### config.mk
export PLATFORM = sky130hd
export DESIGN_NAME = axiMemRead
export DESIGN_NICKNAME = d
export VERILOG_FILES = /design/src/design/axiMemPkg.sv /design/src/design/burstTracker.sv /design/src/design/axiMemRead.sv
export SDC_FILE = /design/constraint.sdc
export NUM_CORES = 1
export LEC_CHECK = 0
export BUFFER_PORTS_ARGS = -buffer_cell sky130_fd_sc_hd__buf_2
export CELL_PAD_IN_SITES_DETAIL_PLACEMENT = 2
export CELL_PAD_IN_SITES_GLOBAL_PLACEMENT = 2
export CORE_MARGIN = 8
export CORE_UTILIZATION = 28
export DETAILED_ROUTE_END_ITERATION = 6
export PLACE_DENSITY_LB_ADDON = 0.1
export SLEW_MARGIN = 20
export SYNTH_ARGS = -nofsm -noshare
export SYNTH_HDL_FRONTEND = slang
export SYNTH_SLANG_ARGS = --single-unit
### constraint.sdc
create_clock -name ACLK -period 4.3 [get_ports ACLK]
set_input_delay 0.43 -clock ACLK [delete_from_list [all_inputs] [get_ports ACLK]]
set_output_delay 0.43 -clock ACLK [all_outputs]
set_load 0.1 [all_outputs]
### src/design/axiMemPkg.sv
/*
  Shared sizes, channel payload structs and encodings for the AXI4 memory.
  Modules import this package inside their body and use scoped names in
  their port lists.
*/
`default_nettype none

package axiMemPkg;

  // bus and memory geometry
  localparam int DATA_BITS      = 32;
  localparam int STRB_BITS      = 4;   // bytes per bus word
  localparam int STRB_SHIFT     = 2;   // byte lane bits of an address
  localparam int ADDR_BITS      = 32;
  localparam int MEM_BYTES      = 1024;
  localparam int MEM_ADDR_BITS  = 10;
  localparam int WORD_ADDR_BITS = 8;
  localparam int ID_BITS        = 4;
  localparam int LEN_BITS       = 8;

  typedef enum logic [1:0] {
    FIXED = 2'b00,
    INCR  = 2'b01,
    WRAP  = 2'b10,   // stepped like INCR here
    RSVD  = 2'b11
  } burst_e;

  typedef enum logic [1:0] {
    OKAY   = 2'b00,
    SLVERR = 2'b10
  } resp_e;

  // AW and AR payload
  typedef struct packed {
    logic [ID_BITS-1:0]   id;
    logic [ADDR_BITS-1:0] addr;
    logic [LEN_BITS-1:0]  len;   // beats minus one
    logic [2:0]           size;
    burst_e               burst;
  } addrReq_t;

  typedef struct packed {
    logic [DATA_BITS-1:0] data;
    logic [STRB_BITS-1:0] strb;
    logic                 last;
  } wBeat_t;

  typedef struct packed {
    logic [ID_BITS-1:0] id;
    resp_e              resp;
  } bResp_t;

  typedef struct packed {
    logic [ID_BITS-1:0]   id;
    logic [DATA_BITS-1:0] data;
    resp_e                resp;
    logic                 last;
  } rBeat_t;

  // write port into the word RAM
  typedef struct packed {
    logic [WORD_ADDR_BITS-1:0] addr;
    logic [DATA_BITS-1:0]      data;
    logic [STRB_BITS-1:0]      strb;
    logic                      en;
  } ramWrite_t;

endpackage

`default_nettype wire

### src/design/burstTracker.sv
/*
  Address and beat bookkeeping for one AXI burst.
  Load with the accepted request, pulse step once per beat; addr is the
  byte address of the current beat and isLast marks beat len.
*/
`timescale 1ns/100ps
`default_nettype none

module burstTracker (
  input  logic                                ACLK,
  input  logic                                ARESETn,
  input  logic                                load,
  input  axiMemPkg::addrReq_t                 req,
  input  logic                                step,
  output logic [axiMemPkg::MEM_ADDR_BITS-1:0] addr,
  output logic                                isLast
);
  import axiMemPkg::*;

  logic [2:0]               size;
  burst_e                   burst;
  logic [LEN_BITS-1:0]      len;
  logic [LEN_BITS-1:0]      beat;      // beats already stepped
  logic [MEM_ADDR_BITS-1:0] nextAddr;

  // FIXED holds, narrow beats add the size, full width goes to next word
  always_comb begin
    nextAddr = addr;
    if (burst != FIXED) begin
      if ((32'd1 << size) < STRB_BITS) begin
        nextAddr = addr + (MEM_ADDR_BITS'(1) << size);
      end else begin
        nextAddr = {addr[MEM_ADDR_BITS-1:STRB_SHIFT] + 1'b1, {STRB_SHIFT{1'b0}}};
      end
    end
  end

  always_ff @(posedge ACLK or negedge ARESETn) begin
    if (!ARESETn) begin
      addr  <= '0;
      beat  <= '0;
      len   <= '0;
      size  <= '0;
      burst <= FIXED;
    end else if (load) begin
      addr  <= req.addr[MEM_ADDR_BITS-1:0];   // upper bits alias the 1 KB
      beat  <= '0;
      len   <= req.len;
      size  <= req.size;
      burst <= req.burst;
    end else if (step) begin
      addr <= nextAddr;
      beat <= beat + 1'b1;
    end
  end

  assign isLast = (beat == len);

endmodule

`default_nettype wire

### src/design/axiMemRead.sv
/*
  Read side of the AXI4 memory: AR and R channels.
  Issues one RAM read per cycle while a slot is free; a beat sits in the
  RAM output register or, when R stalls, in a skid register in front of it.
  At most two beats are in flight.
*/
`timescale 1ns/100ps
`default_nettype none

module axiMemRead (
  input  logic                                 ACLK,
  input  logic                                 ARESETn,
  input  axiMemPkg::addrReq_t                  ar,
  input  logic                                 arValid,
  output logic                                 arReady,
  output axiMemPkg::rBeat_t                    r,
  output logic                                 rValid,
  input  logic                                 rReady,
  output logic [axiMemPkg::WORD_ADDR_BITS-1:0] ramRdAddr,
  output logic                                 ramRdEn,
  input  logic [axiMemPkg::DATA_BITS-1:0]      ramRdData
);
  import axiMemPkg::*;

  typedef enum logic [1:0] {Idle, Burst, Drain} rdState_e;

  rdState_e                 state;
  logic                     arFire;
  logic                     rFire;
  logic                     issue;
  logic                     lastBeat;
  logic                     ramToSkid;
  logic [MEM_ADDR_BITS-1:0] beatAddr;
  logic [1:0]               inFlight;
  logic [ID_BITS-1:0]       rId;
  logic                     ramValid;    // RAM output holds an unsent beat
  logic                     ramLast;
  logic                     skidValid;   // older beat parked while R stalled
  logic                     skidLast;
  logic [DATA_BITS-1:0]     skidData;

  assign arFire   = arValid && arReady;
  assign inFlight = {1'b0, ramValid} + {1'b0, skidValid};

  // no read when both slots are full and nothing leaves this cycle
  assign issue     = (state == Burst) && !(inFlight == 2'd2 && !rReady);
  assign ramRdEn   = issue;
  assign ramRdAddr = beatAddr[MEM_ADDR_BITS-1:STRB_SHIFT];

  // RAM word about to be overwritten but not sent yet
  assign ramToSkid = issue && ramValid && (skidValid || !rReady);

  burstTracker rdTracker (
    .ACLK    (ACLK),
    .ARESETn (ARESETn),
    .load    (arFire),
    .req     (ar),
    .step    (issue),
    .addr    (beatAddr),
    .isLast  (lastBeat)
  );

  // ---------------------------------------------------------------------
  // output side, skid has priority since it holds the older beat
  // ---------------------------------------------------------------------
  assign rValid = ramValid || skidValid;
  assign rFire  = rValid && rReady;
  assign r = '{id:   rId,
               data: skidValid ? skidData : ramRdData,
               resp: OKAY,
               last: skidValid ? skidLast : ramLast};

  always_ff @(posedge ACLK or negedge ARESETn) begin
    if (!ARESETn) begin
      state     <= Idle;
      arReady   <= 1'b0;
      ramValid  <= 1'b0;
      skidValid <= 1'b0;
    end else begin
      if (issue) begin
        ramValid <= 1'b1;
      end else if (rFire && !skidValid) begin
        ramValid <= 1'b0;
      end

      if (ramToSkid) begin
        skidValid <= 1'b1;
      end else if (rFire && skidValid) begin
        skidValid <= 1'b0;
      end

      case (state)
        Idle: begin
          if (arFire) begin
            arReady <= 1'b0;
            state   <= Burst;
          end else begin
            arReady <= 1'b1;
          end
        end
        Burst: if (issue && lastBeat) state <= Drain;   // all reads issued
        Drain: begin
          if (rFire && r.last) begin
            arReady <= 1'b1;
            state   <= Idle;
          end
        end
        default: state <= Idle;
      endcase
    end
  end

  always_ff @(posedge ACLK) begin
    if (arFire) rId <= ar.id;
    if (issue) ramLast <= lastBeat;   // follows the read into the RAM stage
    if (ramToSkid) begin
      skidData <= ramRdData;
      skidLast <= ramLast;
    end
  end

endmodule

`default_nettype wire

* After elaboration in Yosys (flattened, before gate mapping)
Index checks and enable logic that the tools add are counted.
Storage, ports and cells: bits in registers 74, input bits 85, output and inout port bits 50, word-level logic and storage cells 71
Cells by class: add/subtract/negate cells 4, $lt $le $gt $ge 1, eq/ne operators 7, shifts and indexed selects 2, muxes and demuxes 19, reductions and logical operators 25
Operators by type and width (number):
- $mux 10 | 4
- $lt 32x3->1 const B | 1
- $mux 32 | 1
- $shl 1x3->32 const A | 1
- $add 8x1->8 const B | 2
- $mux 8 | 2
- $reduce_bool 2->1 | 6
- $add 10x10->10 | 1
- $logic_and 1x1->1 | 10
- $shl 1x3->10 const A | 1
- $eq 8x8->1 | 1
- $mux 1 | 7
- $mux 2 | 3
- $pmux 2 s3 | 1
- $eq 2x2->1 const B | 2
- $ne 2x2->1 const B | 2
- $reduce_and 2->1 | 2
- $logic_not 1->1 | 3
- $reduce_and 3->1 | 1
- $add 1x1->2 | 1
- $eq 2x1->1 const B | 1
- $logic_not 2->1 | 1
- $logic_or 1x1->1 | 2
- $ne 2x1->1 const B | 1
- $pmux 1 s2 | 1

* Logic depth before layout (Yosys ltp)
depth in word-level cells 8, depth in mapped cells 12, gate-level depth less buffers 10

* Cells and area by module
A second synthesis with hierarchy kept.
Second synthesis, totals: cell total of the unflattened synthesis 319, area total of the unflattened synthesis 3882.5 um^2
By module, submodules not included:
- burstTracker | instances 1, cells an instance 212, area an instance 2048.2 um^2, sequential area each 775.7 um^2
- axiMemRead | instances 1, cells an instance 107, area an instance 1834.3 um^2, sequential area each 1266.2 um^2

* Worst setup path after synthesis
OpenSTA, ideal clock, no wires.
path kind flip-flop to flip-flop, start register skidValid, end register skidData[0] (enable), setup time 0.466 ns, data arrival time 3.049 ns, required time 3.834 ns, path slack 0.785 ns, stages on the path, launching flop included 4, buffers on the path 1, clock period less this slack 3.515 ns, path through dfrtp_1 > clkbuf_1 > nor2b_1 > nor3_1
Between the ends: word-level cells in the longest chain between the ends 7, elaborated cells between the ends (all ways) 8, classes of those cells add/sub: 1; eq/ne: 1; reduce/logical: 6
Ends and longest elaborated chain:
- start, declared | RTL line axiMemRead.sv:38 | logic skidValid;
- start signal, assigned | RTL line axiMemRead.sv:78 | skidValid <= 1'b0;
- start signal, assigned | RTL line axiMemRead.sv:87 | skidValid <= 1'b1;
- start signal, assigned | RTL line axiMemRead.sv:89 | skidValid <= 1'b0;
- $add 1x1->2 | RTL line axiMemRead.sv:43 | assign inFlight = {1'b0, ramValid} + {1'b0, skidValid};
- $eq 2x2->1 | RTL line axiMemRead.sv:46 | assign issue = (state == Burst) && !(inFlight == 2'd2 && !rReady);
- $logic_and 1x1->1 | RTL line axiMemRead.sv:46
- $logic_not 1->1 | RTL line axiMemRead.sv:46
- $logic_and 1x1->1 | RTL line axiMemRead.sv:46
- $logic_and 1x1->1 | RTL line axiMemRead.sv:51 | assign ramToSkid = issue && ramValid && (skidValid || !rReady);
- $logic_and 1x1->1 (*) | RTL line axiMemRead.sv:51
- named net ramToSkid | RTL line axiMemRead.sv:32 | logic ramToSkid;
- end signal, assigned | RTL line axiMemRead.sv:117 | skidData <= ramRdData;
- end, declared | RTL line axiMemRead.sv:40 | logic [DATA_BITS-1:0] skidData;
The timed path passes the listed nets; every way through them passes the cells marked *. A chain may end at the register's enable or synchronous reset.

* Final worst setup path
start register rdTracker.size[2], end register rdTracker.addr[6] (netlist bit)
Between the ends: word-level cells in the longest chain between the ends 6, elaborated cells between the ends (all ways) 8, classes of those cells add/sub: 1; order compare: 1; shift: 2; mux: 4
Ends and longest elaborated chain:
- start, declared | RTL line burstTracker.sv:20 | logic [2:0] size;
- start signal, assigned | RTL line burstTracker.sv:49 | size <= req.size;
- $shl 1x3->32 or $shl 1x3->10 (tied branches) | RTL line burstTracker.sv:30, burstTracker.sv:31
- $lt 32x3->1 or $add 10x10->10 (tied branches) | RTL line burstTracker.sv:30, burstTracker.sv:31
- $mux 10 (*) | RTL line burstTracker.sv:30 | if ((32'd1 << size) < STRB_BITS) begin
- $mux 10 (*) | RTL line burstTracker.sv:29 | if (burst != FIXED) begin
- $mux 10 (*) | RTL line burstTracker.sv:51 | end else if (step) begin
- $mux 10 (*) | RTL line burstTracker.sv:45 | end else if (load) begin
- end signal, assigned | RTL line burstTracker.sv:46 | addr <= req.addr[MEM_ADDR_BITS-1:0];
- end signal, assigned | RTL line burstTracker.sv:52 | addr <= nextAddr;
- end, declared | RTL line burstTracker.sv:15 | output logic [axiMemPkg::MEM_ADDR_BITS-1:0] addr,
Mark *: on every way between the ends. The rest lies on a longest branch, timed or not. The select of a mux whose other input is x is not followed.

==> metrics.csv <==
metric,value,unit
status,"complete, no violations",
antenna_found_initial,0,
synth_top_area_frac,0.2903,
fin_ws,1.457,ns
grt_usage,0.1312,
max_slew_margin,0.4055,
fp-row-count,43,
grt_pass1_vias,3451,
drc_errors,0,
nets,552,
place.gp.congestion,0.7206,
post_cts_buffers,0,
cts_tree,done,
worstRegToRegCells,8,
root_buffer,clkbuf_16,
n_antenna_cell,0,
core,13770,um^2
cts_resized,0,
cp-end-kind,flop,
clk_transition_reported_paths,0.06,ns
drv_cap,0,
fmax,0.3517,GHz
overflow,0,
numCtsBuffers,9,
yosysWarnings,0,
synth_cells,361,
synthArstFlopShare,0.4865,
final_cell_mix,"buf_2 (110), nand2_1 (56), edfxtp_1 (38)",
critPathBufInv,0,
post_drt_via_cell_ratio,4.777,
synthFlopType,edfxtp_1,
max-clock-path-buffers,2,
nFillCells,1533,
dieHeight,134.5,um
synth_area_leaders,"edfxtp_1 (29%), dfrtp_1 (23%), mux2_2 (8.6%), nand2_1 (5.3%), xnor2_1 (2.9%)",
postRouteWirelength,11580,um
htreeDepth,3,
regArea,2042,um^2
yosys_register_bits,74,
insertion_delay,0.34,ns
tightest_slew,0.8917,ns
synth-seq-area-share,0.5194,
fin_crit_sh,0.6612,
rrSetupSlack,1.46,ns
startpoint_type,flop,
syn_to_final_growth,23.84,%
crit_chain,nor2_1 > nand2_1 > fa_1 > nor2b_1 > o221a_2 > nor3_1 > nand4b_1 > a31oi_1,
cts_sinks,74,
crit_type,reg2reg,
setup-tns-final,0,ns
grt_max_degree,37,
critPathMaxStageDelay,0.61,ns
dpl.hpwl,8548,um
multi_input_area,1702,um^2
synth_edf_count,38,
final-max-slew-violation-count,0,
hold_class,in2async,
layout-drive-gt1-share,0.3550,
dpl_worst_slack,1.486,ns
slowest_stage,nor2_1,
layout_commonest_cell,buf_2,
fin_crit,2.843,ns
ioPinCount,135,
path_max_fanout,11,
synth_area,3931,um^2
io_buffers,110,
first_pass_iters,4,
finalClockSkew,0.007819,ns
start_util,0.2854,
grt_pass1_wl,18730,um
drtIter0Drc,100,
vias,3067,
wl_per_cell,18.03,um
synth_top_cell_by_area,edfxtp_1,
cts_hold_buf,0,
worstPathRequired,4.56,ns
rsz0062_at_grt,no,
detail-route-antenna-nets,0,
die-area,18090,um^2
synth_cell_type_count,57,
r2r_start,rdTracker.size[2],
dieWidth,134.5,um
syn_avg_cell_area,10.89,um^2
cp_top_family,simple AND/OR/NAND/NOR gates,
rr_endpoint,rdTracker.addr[6],
finalSetupViolations,0,
final_hold_viol_count,0,
worstPathArrival,3.10,ns
cell families after synthesis:
logic type	after synthesis	share of synthesized area
AOI/OAI and AO/OA	53	0.09549
xor gates and xnor gates	19	0.04233
adders and majority gates	10	0.03374
buffers and inverters	38	0.04997
DFF	74	0.5194
muxes	33	0.09421
other	1	0.0009539
and+or+nand+nor	133	0.1639
state kept, by name, indices dropped and copies added, names as in the netlist, 2 cells and up:
register	flops
rId	4
rdTracker.addr	10
rdTracker.beat	8
rdTracker.burst	2
rdTracker.len	8
rdTracker.size	3
skidData	32
state	2
layout make-up:
type | count | area share
inverters | 9 | 0.006939
repair buffers | 113 | 0.1177
flip-flops and latches | 74 | 0.4194
clock buffers | 9 | 0.04626
clock inverters | 7 | 0.01388
multi-input cells | 250 | 0.3495
well taps | 180 | 0.04626
worst reg2reg max path: cells and delay by family, from the launching register on:
| family | cells | cell delay (ns) |
|---|---|---|
| fa+ha+maj | 1 | 0.48 |
| flops | 1 | 0.47 |
| simple gates | 5 | 1.35 |
| compound gates | 2 | 0.47 |
worst max-delay path by stage:
stage | startpoint | end | cells past startpoint
2_1_floorplan | skidValid | skidData[0] | 3
3_5_place_dp | rdTracker.size[1] | rdTracker.addr[6] | 10
5_1_grt | rdTracker.size[1] | rdTracker.addr[6] | 8
6_report | rdTracker.size[2] | rdTracker.addr[6] | 8
3_3_place_gp | rdTracker.size[1] | rdTracker.addr[6] | 10
4_1_cts | rdTracker.size[2] | rdTracker.addr[6] | 8
metrics by stage:
| step | utilization | hold WS [ns] | std cells | area (um^2) |
|---|---|---|---|---|
| finish | 0.3535 | 0.2122 | 642 | 4868 |
| global placement | 0.3322 | 0.4443 | 626 | 4576 |
| floorplan | - | 0.1344 | 362 | 3935 |
| global route | 0.3535 | 0.2496 | 642 | 4868 |
| CTS | 0.3535 | 0.2416 | 642 | 4868 |
| detailed placement | 0.3322 | 0.4477 | 626 | 4576 |
Yosys cell counts (2+ instances only):
master     instances
nand2_1           56
edfxtp_1          38
dfrtp_1           36
mux2_2            30
nor2_1            22
clkbuf_1          13
xnor2_1           13
nand3_1           12
a21oi_1           11
buf_4             11
ha_1               9
a31oi_1            7
inv_1              7
nand4_1            7
o21ai_0            6
o21ai_1            6
xor2_1             6
nor3_1             5
and2_1             4
and3_1             4
and3b_1            4
buf_2              4
or2_1              4
nor2b_1            3
o211ai_1           3
a211o_1            2
a32oi_1            2
and4b_1            2
inv_2              2
mux2_1             2
nand4b_1           2
nor3b_1            2
o2111ai_1          2
metal layers:
layer / GRT usage / share of wire / vias up
met5: 0 / 0 / -
met3: 0.04383 / 0.051 / 9
met1: 0.1685 / 0.49 / 1495
met2: 0.2053 / 0.45 / 83
li1: - / - / 1480
met4: 0.03743 / 0.011 / 0
Power is not shown: default switching activity piles up to over one toggle a cycle in this logic, so the estimate is an artifact.
