[src/design/axiMemPkg.sv]
/*
  Shared sizes, channel payload structs and encodings for the AXI4 memory.
  Modules import this package inside their body and use scoped names in
  their port lists.
*/
`default_nettype none

package axiMemPkg;

  // bus and memory geometry
  localparam int DATA_BITS      = 32;
  localparam int STRB_BITS      = 4;   // bytes per bus word
  localparam int STRB_SHIFT     = 2;   // byte lane bits of an address
  localparam int ADDR_BITS      = 32;
  localparam int MEM_BYTES      = 1024;
  localparam int MEM_ADDR_BITS  = 10;
  localparam int WORD_ADDR_BITS = 8;
  localparam int ID_BITS        = 4;
  localparam int LEN_BITS       = 8;

  typedef enum logic [1:0] {
    FIXED = 2'b00,
    INCR  = 2'b01,
    WRAP  = 2'b10,   // stepped like INCR here
    RSVD  = 2'b11
  } burst_e;

  typedef enum logic [1:0] {
    OKAY   = 2'b00,
    SLVERR = 2'b10
  } resp_e;

  // AW and AR payload
  typedef struct packed {
    logic [ID_BITS-1:0]   id;
    logic [ADDR_BITS-1:0] addr;
    logic [LEN_BITS-1:0]  len;   // beats minus one
    logic [2:0]           size;
    burst_e               burst;
  } addrReq_t;

  typedef struct packed {
    logic [DATA_BITS-1:0] data;
    logic [STRB_BITS-1:0] strb;
    logic                 last;
  } wBeat_t;

  typedef struct packed {
    logic [ID_BITS-1:0] id;
    resp_e              resp;
  } bResp_t;

  typedef struct packed {
    logic [ID_BITS-1:0]   id;
    logic [DATA_BITS-1:0] data;
    resp_e                resp;
    logic                 last;
  } rBeat_t;

  // write port into the word RAM
  typedef struct packed {
    logic [WORD_ADDR_BITS-1:0] addr;
    logic [DATA_BITS-1:0]      data;
    logic [STRB_BITS-1:0]      strb;
    logic                      en;
  } ramWrite_t;

endpackage

`default_nettype wire

[src/design/burstTracker.sv]
/*
  Address and beat bookkeeping for one AXI burst.
  Load with the accepted request, pulse step once per beat; addr is the
  byte address of the current beat and isLast marks beat len.
*/
`timescale 1ns/100ps
`default_nettype none

module burstTracker (
  input  logic                                ACLK,
  input  logic                                ARESETn,
  input  logic                                load,
  input  axiMemPkg::addrReq_t                 req,
  input  logic                                step,
  output logic [axiMemPkg::MEM_ADDR_BITS-1:0] addr,
  output logic                                isLast
);
  import axiMemPkg::*;

  logic [2:0]               size;
  burst_e                   burst;
  logic [LEN_BITS-1:0]      len;
  logic [LEN_BITS-1:0]      beat;      // beats already stepped
  logic [MEM_ADDR_BITS-1:0] nextAddr;

  // FIXED holds, narrow beats add the size, full width goes to next word
  always_comb begin
    nextAddr = addr;
    if (burst != FIXED) begin
      if ((32'd1 << size) < STRB_BITS) begin
        nextAddr = addr + (MEM_ADDR_BITS'(1) << size);
      end else begin
        nextAddr = {addr[MEM_ADDR_BITS-1:STRB_SHIFT] + 1'b1, {STRB_SHIFT{1'b0}}};
      end
    end
  end

  always_ff @(posedge ACLK or negedge ARESETn) begin
    if (!ARESETn) begin
      addr  <= '0;
      beat  <= '0;
      len   <= '0;
      size  <= '0;
      burst <= FIXED;
    end else if (load) begin
      addr  <= req.addr[MEM_ADDR_BITS-1:0];   // upper bits alias the 1 KB
      beat  <= '0;
      len   <= req.len;
      size  <= req.size;
      burst <= req.burst;
    end else if (step) begin
      addr <= nextAddr;
      beat <= beat + 1'b1;
    end
  end

  assign isLast = (beat == len);

endmodule

`default_nettype wire

[src/design/axiMemWrite.sv]
/*
  Write side of the AXI4 memory: AW, W and B channels.
  Accepts one burst at a time and turns each W beat into a registered
  strobed write on the RAM port, then returns one B response.
*/
`timescale 1ns/100ps
`default_nettype none

module axiMemWrite (
  input  logic                 ACLK,
  input  logic                 ARESETn,
  input  axiMemPkg::addrReq_t  aw,
  input  logic                 awValid,
  output logic                 awReady,
  input  axiMemPkg::wBeat_t    w,
  input  logic                 wValid,
  output logic                 wReady,
  output axiMemPkg::bResp_t    b,
  output logic                 bValid,
  input  logic                 bReady,
  output axiMemPkg::ramWrite_t ramWr
);
  import axiMemPkg::*;

  typedef enum logic [1:0] {Idle, Data, Resp} wrState_e;

  wrState_e                  state;
  logic                      awFire;
  logic                      wFire;
  logic                      lastBeat;
  logic [MEM_ADDR_BITS-1:0]  beatAddr;
  logic                      wrEn;
  logic [WORD_ADDR_BITS-1:0] wrAddr;
  logic [DATA_BITS-1:0]      wrData;
  logic [STRB_BITS-1:0]      wrStrb;

  assign awFire = awValid && awReady;
  assign wFire  = wValid && wReady;   // wReady only high in Data

  burstTracker wrTracker (
    .ACLK    (ACLK),
    .ARESETn (ARESETn),
    .load    (awFire),
    .req     (aw),
    .step    (wFire),
    .addr    (beatAddr),
    .isLast  (lastBeat)
  );

  // ---------------------------------------------------------------------
  // channel FSM
  // ---------------------------------------------------------------------
  always_ff @(posedge ACLK or negedge ARESETn) begin
    if (!ARESETn) begin
      state   <= Idle;
      awReady <= 1'b0;
      wReady  <= 1'b0;
      bValid  <= 1'b0;
      wrEn    <= 1'b0;
    end else begin
      wrEn <= wFire;
      case (state)
        Idle: begin
          if (awFire) begin
            awReady <= 1'b0;
            wReady  <= 1'b1;
            state   <= Data;
          end else begin
            awReady <= 1'b1;
          end
        end
        Data: begin
          // tracker decides the end, not WLAST
          if (wFire && lastBeat) begin
            wReady <= 1'b0;
            bValid <= 1'b1;
            state  <= Resp;
          end
        end
        Resp: begin
          if (bReady) begin
            bValid  <= 1'b0;
            awReady <= 1'b1;
            state   <= Idle;
          end
        end
        default: state <= Idle;
      endcase
    end
  end

  // beat and response payload
  always_ff @(posedge ACLK) begin
    if (awFire) b.id <= aw.id;
    if (wFire && lastBeat) b.resp <= w.last ? OKAY : SLVERR;   // missing WLAST
    if (wFire) begin
      wrAddr <= beatAddr[MEM_ADDR_BITS-1:STRB_SHIFT];
      wrData <= w.data;
      wrStrb <= w.strb;
    end
  end

  assign ramWr = '{addr: wrAddr, data: wrData, strb: wrStrb, en: wrEn};

endmodule

`default_nettype wire

[config.mk]
export PLATFORM = sky130hd
export DESIGN_NAME = axiMemWrite
export DESIGN_NICKNAME = d
export VERILOG_FILES = /design/src/design/axiMemPkg.sv /design/src/design/burstTracker.sv /design/src/design/axiMemWrite.sv
export SDC_FILE = /design/constraint.sdc
export NUM_CORES = 1
export LEC_CHECK = 0
export ABC_AREA = 1
export BUFFER_PORTS_ARGS = -buffer_cell sky130_fd_sc_hd__buf_2
export CAP_MARGIN = 20
export CORE_MARGIN = 2
export CORE_UTILIZATION = 50
export DETAILED_ROUTE_END_ITERATION = 12
export PLACE_DENSITY = 0.81
export SYNTH_ARGS = -nofsm -noshare
export SYNTH_HDL_FRONTEND = slang
export SYNTH_SLANG_ARGS = --single-unit
[constraint.sdc]
create_clock -name ACLK -period 6.71 [get_ports ACLK]
set_clock_uncertainty 0.2 [all_clocks]
set_input_delay 1.342 -clock ACLK [delete_from_list [all_inputs] [get_ports ACLK]]
set_output_delay 1.342 -clock ACLK [all_outputs]
set_load 0.005 [all_outputs]
Yosys cells after proc, flatten, opt, wreduce, memory -nomap -nowiden
Index checks and enable logic that the tools add are counted.
{"block": "classes", "addsub": 3, "mul": 0, "div": 0, "n_lt_le_gt_ge": 1, "n_eq_ne": 6, "n_shift": 2, "n_mux": 20, "bitwise": 0, "n_reduce_logical": 15}
{"op": "two-way mux 10 bit", "count": 4}
{"op": "< comparator 32 x 3 -> 1 bit, second input constant", "count": 1}
{"op": "left shift 1 x 3 -> 32 bit, first input constant", "count": 1}
{"op": "adder 8 x 1 -> 8 bit, second input constant", "count": 2}
{"op": "two-way mux 8 bit", "count": 2}
{"op": "nonzero test 2 bit", "count": 6}
{"op": "adder 10 bit", "count": 1}
{"op": "left shift 1 x 3 -> 10 bit, first input constant", "count": 1}
{"op": "AND reduction 3 bit", "count": 3}
{"op": "equality test 8 bit", "count": 1}
{"op": "two-way mux 2 bit", "count": 4}
{"op": "two-way mux 1 bit", "count": 6}
{"op": "inequality test 2 bit, second input constant", "count": 3}
{"op": "case mux 1 bit (2 select lines)", "count": 3}
{"op": "case mux 2 bit (3 select lines)", "count": 1}
{"op": "AND reduction 2 bit", "count": 2}
{"op": "logical AND 1 bit", "count": 3}
{"op": "equality test 2 x 1 -> 1 bit, second input constant", "count": 1}
{"op": "equality test 2 bit, second input constant", "count": 1}
{"op": "logical NOT 2 bit", "count": 1}
{"block": "totals", "regBits": 87, "latch_bits": 0, "ramBits": 0, "rom_bits": 0, "word_cells": 62, "mem_count": 0}

Depth between registers and ports, before layout
{"block": "depth", "word_depth": 6, "mapped_depth": 16}

Modules after synthesis
From an unflattened synthesis, not the netlist that was laid out.
{"block": "hier_totals", "cells_unflattened": 375, "hier_area_um2": 3833.7}
{"module": "burstTracker", "instances": 1, "cells_per_inst": 289, "area_each_um2": 2057.0}
{"module": "axiMemWrite", "instances": 1, "cells_per_inst": 86, "area_each_um2": 1776.7}

Worst setup path before layout
OpenSTA, ideal clock, no wires.
{"block": "synth_path", "path_kind": "input -> register", "from": "input wValid", "to": "register wrAddr[0] (enable)", "t_arrival_ps": 2342, "path_slack_ps": 3767, "stages": 2, "path_buffers": 0, "path_cell_list": "nand2_2 -> inv_1"}
{"block": "synth_via", "elab_chain_cells": 1}
{"item": "start, declared", "line": "axiMemWrite.sv:16", "text": "input logic wValid,"}
{"item": "logical AND 1 bit", "line": "axiMemWrite.sv:38", "text": "assign wFire = wValid && wReady;"}
{"item": "net wFire", "line": "axiMemWrite.sv:29", "text": "logic wFire;"}
{"item": "end signal, assigned", "line": "axiMemWrite.sv:97", "text": "wrAddr <= beatAddr[MEM_ADDR_BITS-1:STRB_SHIFT];"}
{"item": "end, declared", "line": "axiMemWrite.sv:33", "text": "logic [WORD_ADDR_BITS-1:0] wrAddr;"}
The timed path passes the listed nets, and every way through them passes these cells.
A chain may end at the register's enable or synchronous reset.

Worst setup path in the final report
{"block": "layout_path", "from": "input awValid", "to": "register wrTracker.addr[2] in the netlist's numbering"}
{"block": "layout_via", "elab_chain_cells": 3, "word_cells_on_any_way": 5, "cone_classes": "mux (1); reduce/logical (4)"}
{"item": "start, declared", "line": "axiMemWrite.sv:13", "text": "input logic awValid,"}
{"item": "logical AND 1 bit (*)", "line": "axiMemWrite.sv:37", "text": "assign awFire = awValid && awReady;"}
{"item": "nonzero test 2 bit (no source line)"}
{"item": "AND reduction 2 bit (no source line)"}
{"item": "end signal, assigned", "line": "burstTracker.sv:46", "text": "addr <= req.addr[MEM_ADDR_BITS-1:0];"}
{"item": "end signal, assigned", "line": "burstTracker.sv:52", "text": "addr <= nextAddr;"}
{"item": "end, declared", "line": "burstTracker.sv:15", "text": "output logic [axiMemPkg::MEM_ADDR_BITS-1:0] addr,"}
Every way passes the cells marked *; elsewhere a longest branch is shown, timed or not.

==> impl_results.rst <==
.. list-table::
   :header-rows: 1

   * - Metric
     - Value
   * - Post-synthesis cell count
     - 381
   * - CP startpoint kind
     - input pin
   * - Library cell used as clock root buffer
     - sky130_fd_sc_hd__clkbuf_8
   * - Worst-skew pair later-pin latency
     - 350 ps
   * - Die Span X
     - 92.3 um
   * - Via count of the routed design
     - 3052
   * - Area post-placement
     - 0.00458 mm^2
   * - Antenna violations before repair
     - 0
   * - Timing-limited maximum frequency
     - 267 MHz
   * - Gp weighted congestion
     - 0.923
   * - Total chip power
     - 1.78 mW
   * - Worst hold path startpoint
     - wrTracker.burst[1]
   * - Final total negative setup slack
     - 0 ps
   * - Final Hold Slack
     - 308 ps
   * - Inserted Clock Buffers
     - 9
   * - Critical-path cell list
     - buf_2 -> nand2_1 -> inv_1 -> o31ai_2 -> inv_1 -> o21ai_0 -> o22ai_1
   * - I/O pins
     - 145
   * - Number of enable-type register cells in the synthesized netlist
     - 49
   * - Sequential standard cell area
     - 0.00240 mm^2
   * - Number of synthesized register bits
     - 86
   * - Library cell appearing most often on the critical path
     - sky130_fd_sc_hd__inv_1
   * - Violation count after the first detailed-routing iteration
     - 158
   * - Net count of the mapped netlist
     - 482
   * - Number of distinct library cell variants in the gate-level netlist after synthesis
     - 41
   * - Total routing usage reported by global routing
     - 0.207
   * - Crit end category
     - flip-flop
   * - Area of combinational cells with multiple inputs
     - 0.00130 mm^2
   * - ANT cells
     - 0
   * - Data arrival at the endpoint of the critical path
     - 3790 ps
   * - Transition at the pin with the smallest max-transition slack
     - 1060 ps
   * - Worst reg2reg path depth
     - 6
   * - Number of hold buffers added after CTS
     - 0
   * - Core utilization of the finished layout
     - 0.623
   * - Slew HR
     - 0.286
   * - Chip Height
     - 92.3 um
   * - Worst flop-to-flop path startpoint
     - awReady
   * - Area contributors post-synth
     - sky130_fd_sc_hd__edfxtp_1 (38%), sky130_fd_sc_hd__dfrtp_1 (24%), sky130_fd_sc_hd__nand2_1 (8.9%), sky130_fd_sc_hd__inv_1 (3.2%), sky130_fd_sc_hd__nor2_1 (3.0%)
   * - Worst path slowest cell
     - sky130_fd_sc_hd__o31ai_2
   * - Endpoints failing setup
     - 0
   * - Synth-to-layout area growth
     - 22.2%
   * - Number of pins with negative max-slew slack in the final report
     - 0
   * - P_sw
     - 0.673 mW
   * - Worst Hold Depth
     - 2
   * - Part of the total power dissipated in the clock network
     - 0.200
   * - R2r endpoint
     - wrTracker.addr[2]
   * - Number of hold violations in the final report
     - 0
   * - Required time worst endpoint
     - 6750 ps
   * - Summed area of non-filler cells in the final layout
     - 0.00477 mm^2
   * - # Post-CTS Setup Buffers
     - 0
   * - Maximum number of pins on one net before global-route repair
     - 48
   * - Sequential fraction of the synthesis area
     - 0.614
   * - Buffers added on ports
     - 121
   * - Detailed-route wire length per cell
     - 13.7 um
   * - Reg power frac
     - 0.445
   * - Kind of critical path
     - in -> reg
   * - Clock Pin Slew Worst Setup and Hold Paths
     - 90 ps
   * - Period minus WS final
     - 3750 ps
   * - Part of the cycle the worst path needs
     - 0.559
   * - Unrepaired setup endpoints after global routing
     - no
   * - Worst hold path endpoint
     - wrTracker.burst[1]
   * - DR pass1 iterations
     - 4
   * - Number of nets in the final layout
     - 604
   * - Largest driver fanout on the critical path
     - 29
   * - Count leader, synth
     - sky130_fd_sc_hd__nand2_1
   * - Number of vias per cell
     - 5.00
   * - Post-synth top flop
     - sky130_fd_sc_hd__edfxtp_1
   * - Internal
     - 1.11 mW
   * - CTS tree
     - done
   * - Post-Synthesis Mean Instance Area
     - 10.2 um^2
   * - Clock sinks
     - 86
   * - Fillcell total
     - 651
   * - Yosys top cell area share
     - 0.377
   * - Starting density of the core
     - 0.510
   * - Maximum Capacitance Violations
     - 0
   * - Die outline area
     - 0.00853 mm^2
   * - Synth area leader
     - sky130_fd_sc_hd__edfxtp_1
   * - Delay of the slowest cell on the worst path
     - 880 ps
   * - Synthesis Warnings
     - 0
   * - Class of the tightest hold or removal check
     - reg -> reg
   * - Combinational group share of total power
     - 0.355
   * - Most numerous cell types in the synthesized netlist
     - sky130_fd_sc_hd__nand2_1 (93), sky130_fd_sc_hd__edfxtp_1 (49), sky130_fd_sc_hd__dfrtp_1 (37), sky130_fd_sc_hd__inv_1 (33), sky130_fd_sc_hd__nor2_1 (31)
   * - Remaining routing DRC violations
     - 0
   * - First-pass GRT wire length
     - 13.6 mm
   * - Number of core rows
     - 32
   * - Total Routed Length
     - 8.37 mm
   * - Async SR Flop Fraction
     - 0.430
   * - Total power density per cell area
     - 374 mW/mm^2
   * - Leak pwr
     - 2.25 nW
   * - Outcome
     - completed
   * - Core region area
     - 0.00765 mm^2
   * - Cts repair resizes
     - 0
   * - Fraction of final layout cells with drive strength greater than 1
     - 0.305
   * - Switching power as a share of total power
     - 0.377
   * - Post-detail-place hpwl
     - 6.28 mm
   * - Via count of the first global-routing pass
     - 2823
   * - IR drop worst, VDD
     - 0.198 mV
   * - Remaining global-route overflow
     - 0
   * - DRT antenna net count
     - 0
   * - Mapped Area
     - 0.00390 mm^2
   * - H-tree Lvls
     - 3
   * - Register-to-register setup slack
     - 3620 ps
   * - CTS Buffer Depth
     - 2
==> how the worst max path moves through the flow <==
| stage | start | end | slack, ps | cells after the start |
|---|---|---|---|---|
| after floorplan | wValid | wrAddr[0] | 3770 | 2 |
| after global placement | awValid | wrTracker.addr[2] | 2680 | 7 |
| after detailed placement | awValid | wrTracker.addr[2] | 2640 | 7 |
| after CTS | awValid | wrTracker.addr[2] | 3030 | 7 |
| after global routing | awValid | wrTracker.addr[4] | 2710 | 7 |
| final | awValid | wrTracker.addr[2] | 2960 | 7 |
==> layout by cell type (no fill, tap or decap), drive strengths merged <==
cell	synthesis	final
o21ai	22	22
nand3b	2	2
xnor2	3	3
clkinv	0	1
edfxtp	49	49
fa	1	1
xor2	8	8
nor4	2	2
nand2	98	98
nor2	31	31
dfrtp	37	37
o31ai	2	2
a31oi	1	1
nand3	21	21
nor3	10	10
bufinv	0	1
o22ai	1	1
conb	1	1
or2	3	3
o211ai	2	2
a21o	1	1
ha	9	9
clkbuf	2	11
a21oi	20	20
clkinvlp	0	2
a22oi	1	1
inv	37	38
nand4	6	6
buf	9	122
o21a	2	2
==> power groups by stage <==
stage / clock network (mW) / logic [mW] / registers (mW)
2_1_floorplan: 0 / 0.473 / 0.781
3_3_place_gp: 0 / 0.609 / 0.798
3_5_place_dp: 0 / 0.633 / 0.803
4_1_cts: 0.365 / 0.635 / 0.792
5_1_grt: 0.392 / 0.727 / 0.807
6_report: 0.357 / 0.634 / 0.793
==> flip-flops by register name (all words and copies together) (netlist names) <==
signal,count
wrData,32
b,5
wrTracker.addr,10
wrTracker.burst,2
wrStrb,4
wrEn,1
wrTracker.beat,8
awReady,1
wrTracker.size,3
wReady,1
bValid,1
state,2
wrTracker.len,8
wrAddr,8
==> metrics by stage <==
step | cells | setup WS, ps
finish | 610 | 2960
global route | 610 | 2710
CTS | 610 | 3030
detailed placement | 594 | 2640
global placement | 594 | 2680
floorplan | 381 | 3770
==> worst max-delay path: cells and delay by family <==
family,cells,cell delay [ps]
compound gates,3,1150
simple gates,1,680
buf+inv,3,610
==> area by class of cell <==
cell class / instances / share of cell area
clock buffer: 11 / 0.0276
clock inverter: 5 / 0.0121
inverter: 37 / 0.0291
multi-input combinational: 247 / 0.273
sequential: 86 / 0.503
tap: 102 / 0.0268
timing repair buffer: 122 / 0.129
==> routing by layer <==
| layer | routed length, um | vias to the layer above | global-route usage |
|---|---|---|---|
| met5 | 0 | - | 0 |
| met3 | 674 | 12 | 0.0464 |
| met2 | 3910 | 123 | 0.326 |
| li1 | - | 1516 | - |
| met4 | 148 | 0 | 0.0796 |
| met1 | 3640 | 1401 | 0.281 |
==> cells by family after synthesis <==
family                   Yosys count  share of synthesized area
adder cells (fa/ha/maj)           10                     0.0340
other                              1                   0.000961
flip-flops                        86                      0.614
buffers and inverters             48                     0.0523
XOR/XNOR                          11                     0.0247
AND/OR/NAND/NOR                  173                      0.199
AO/OA/AOI/OAI                     52                     0.0747
(Power assumes the default switching activity.)
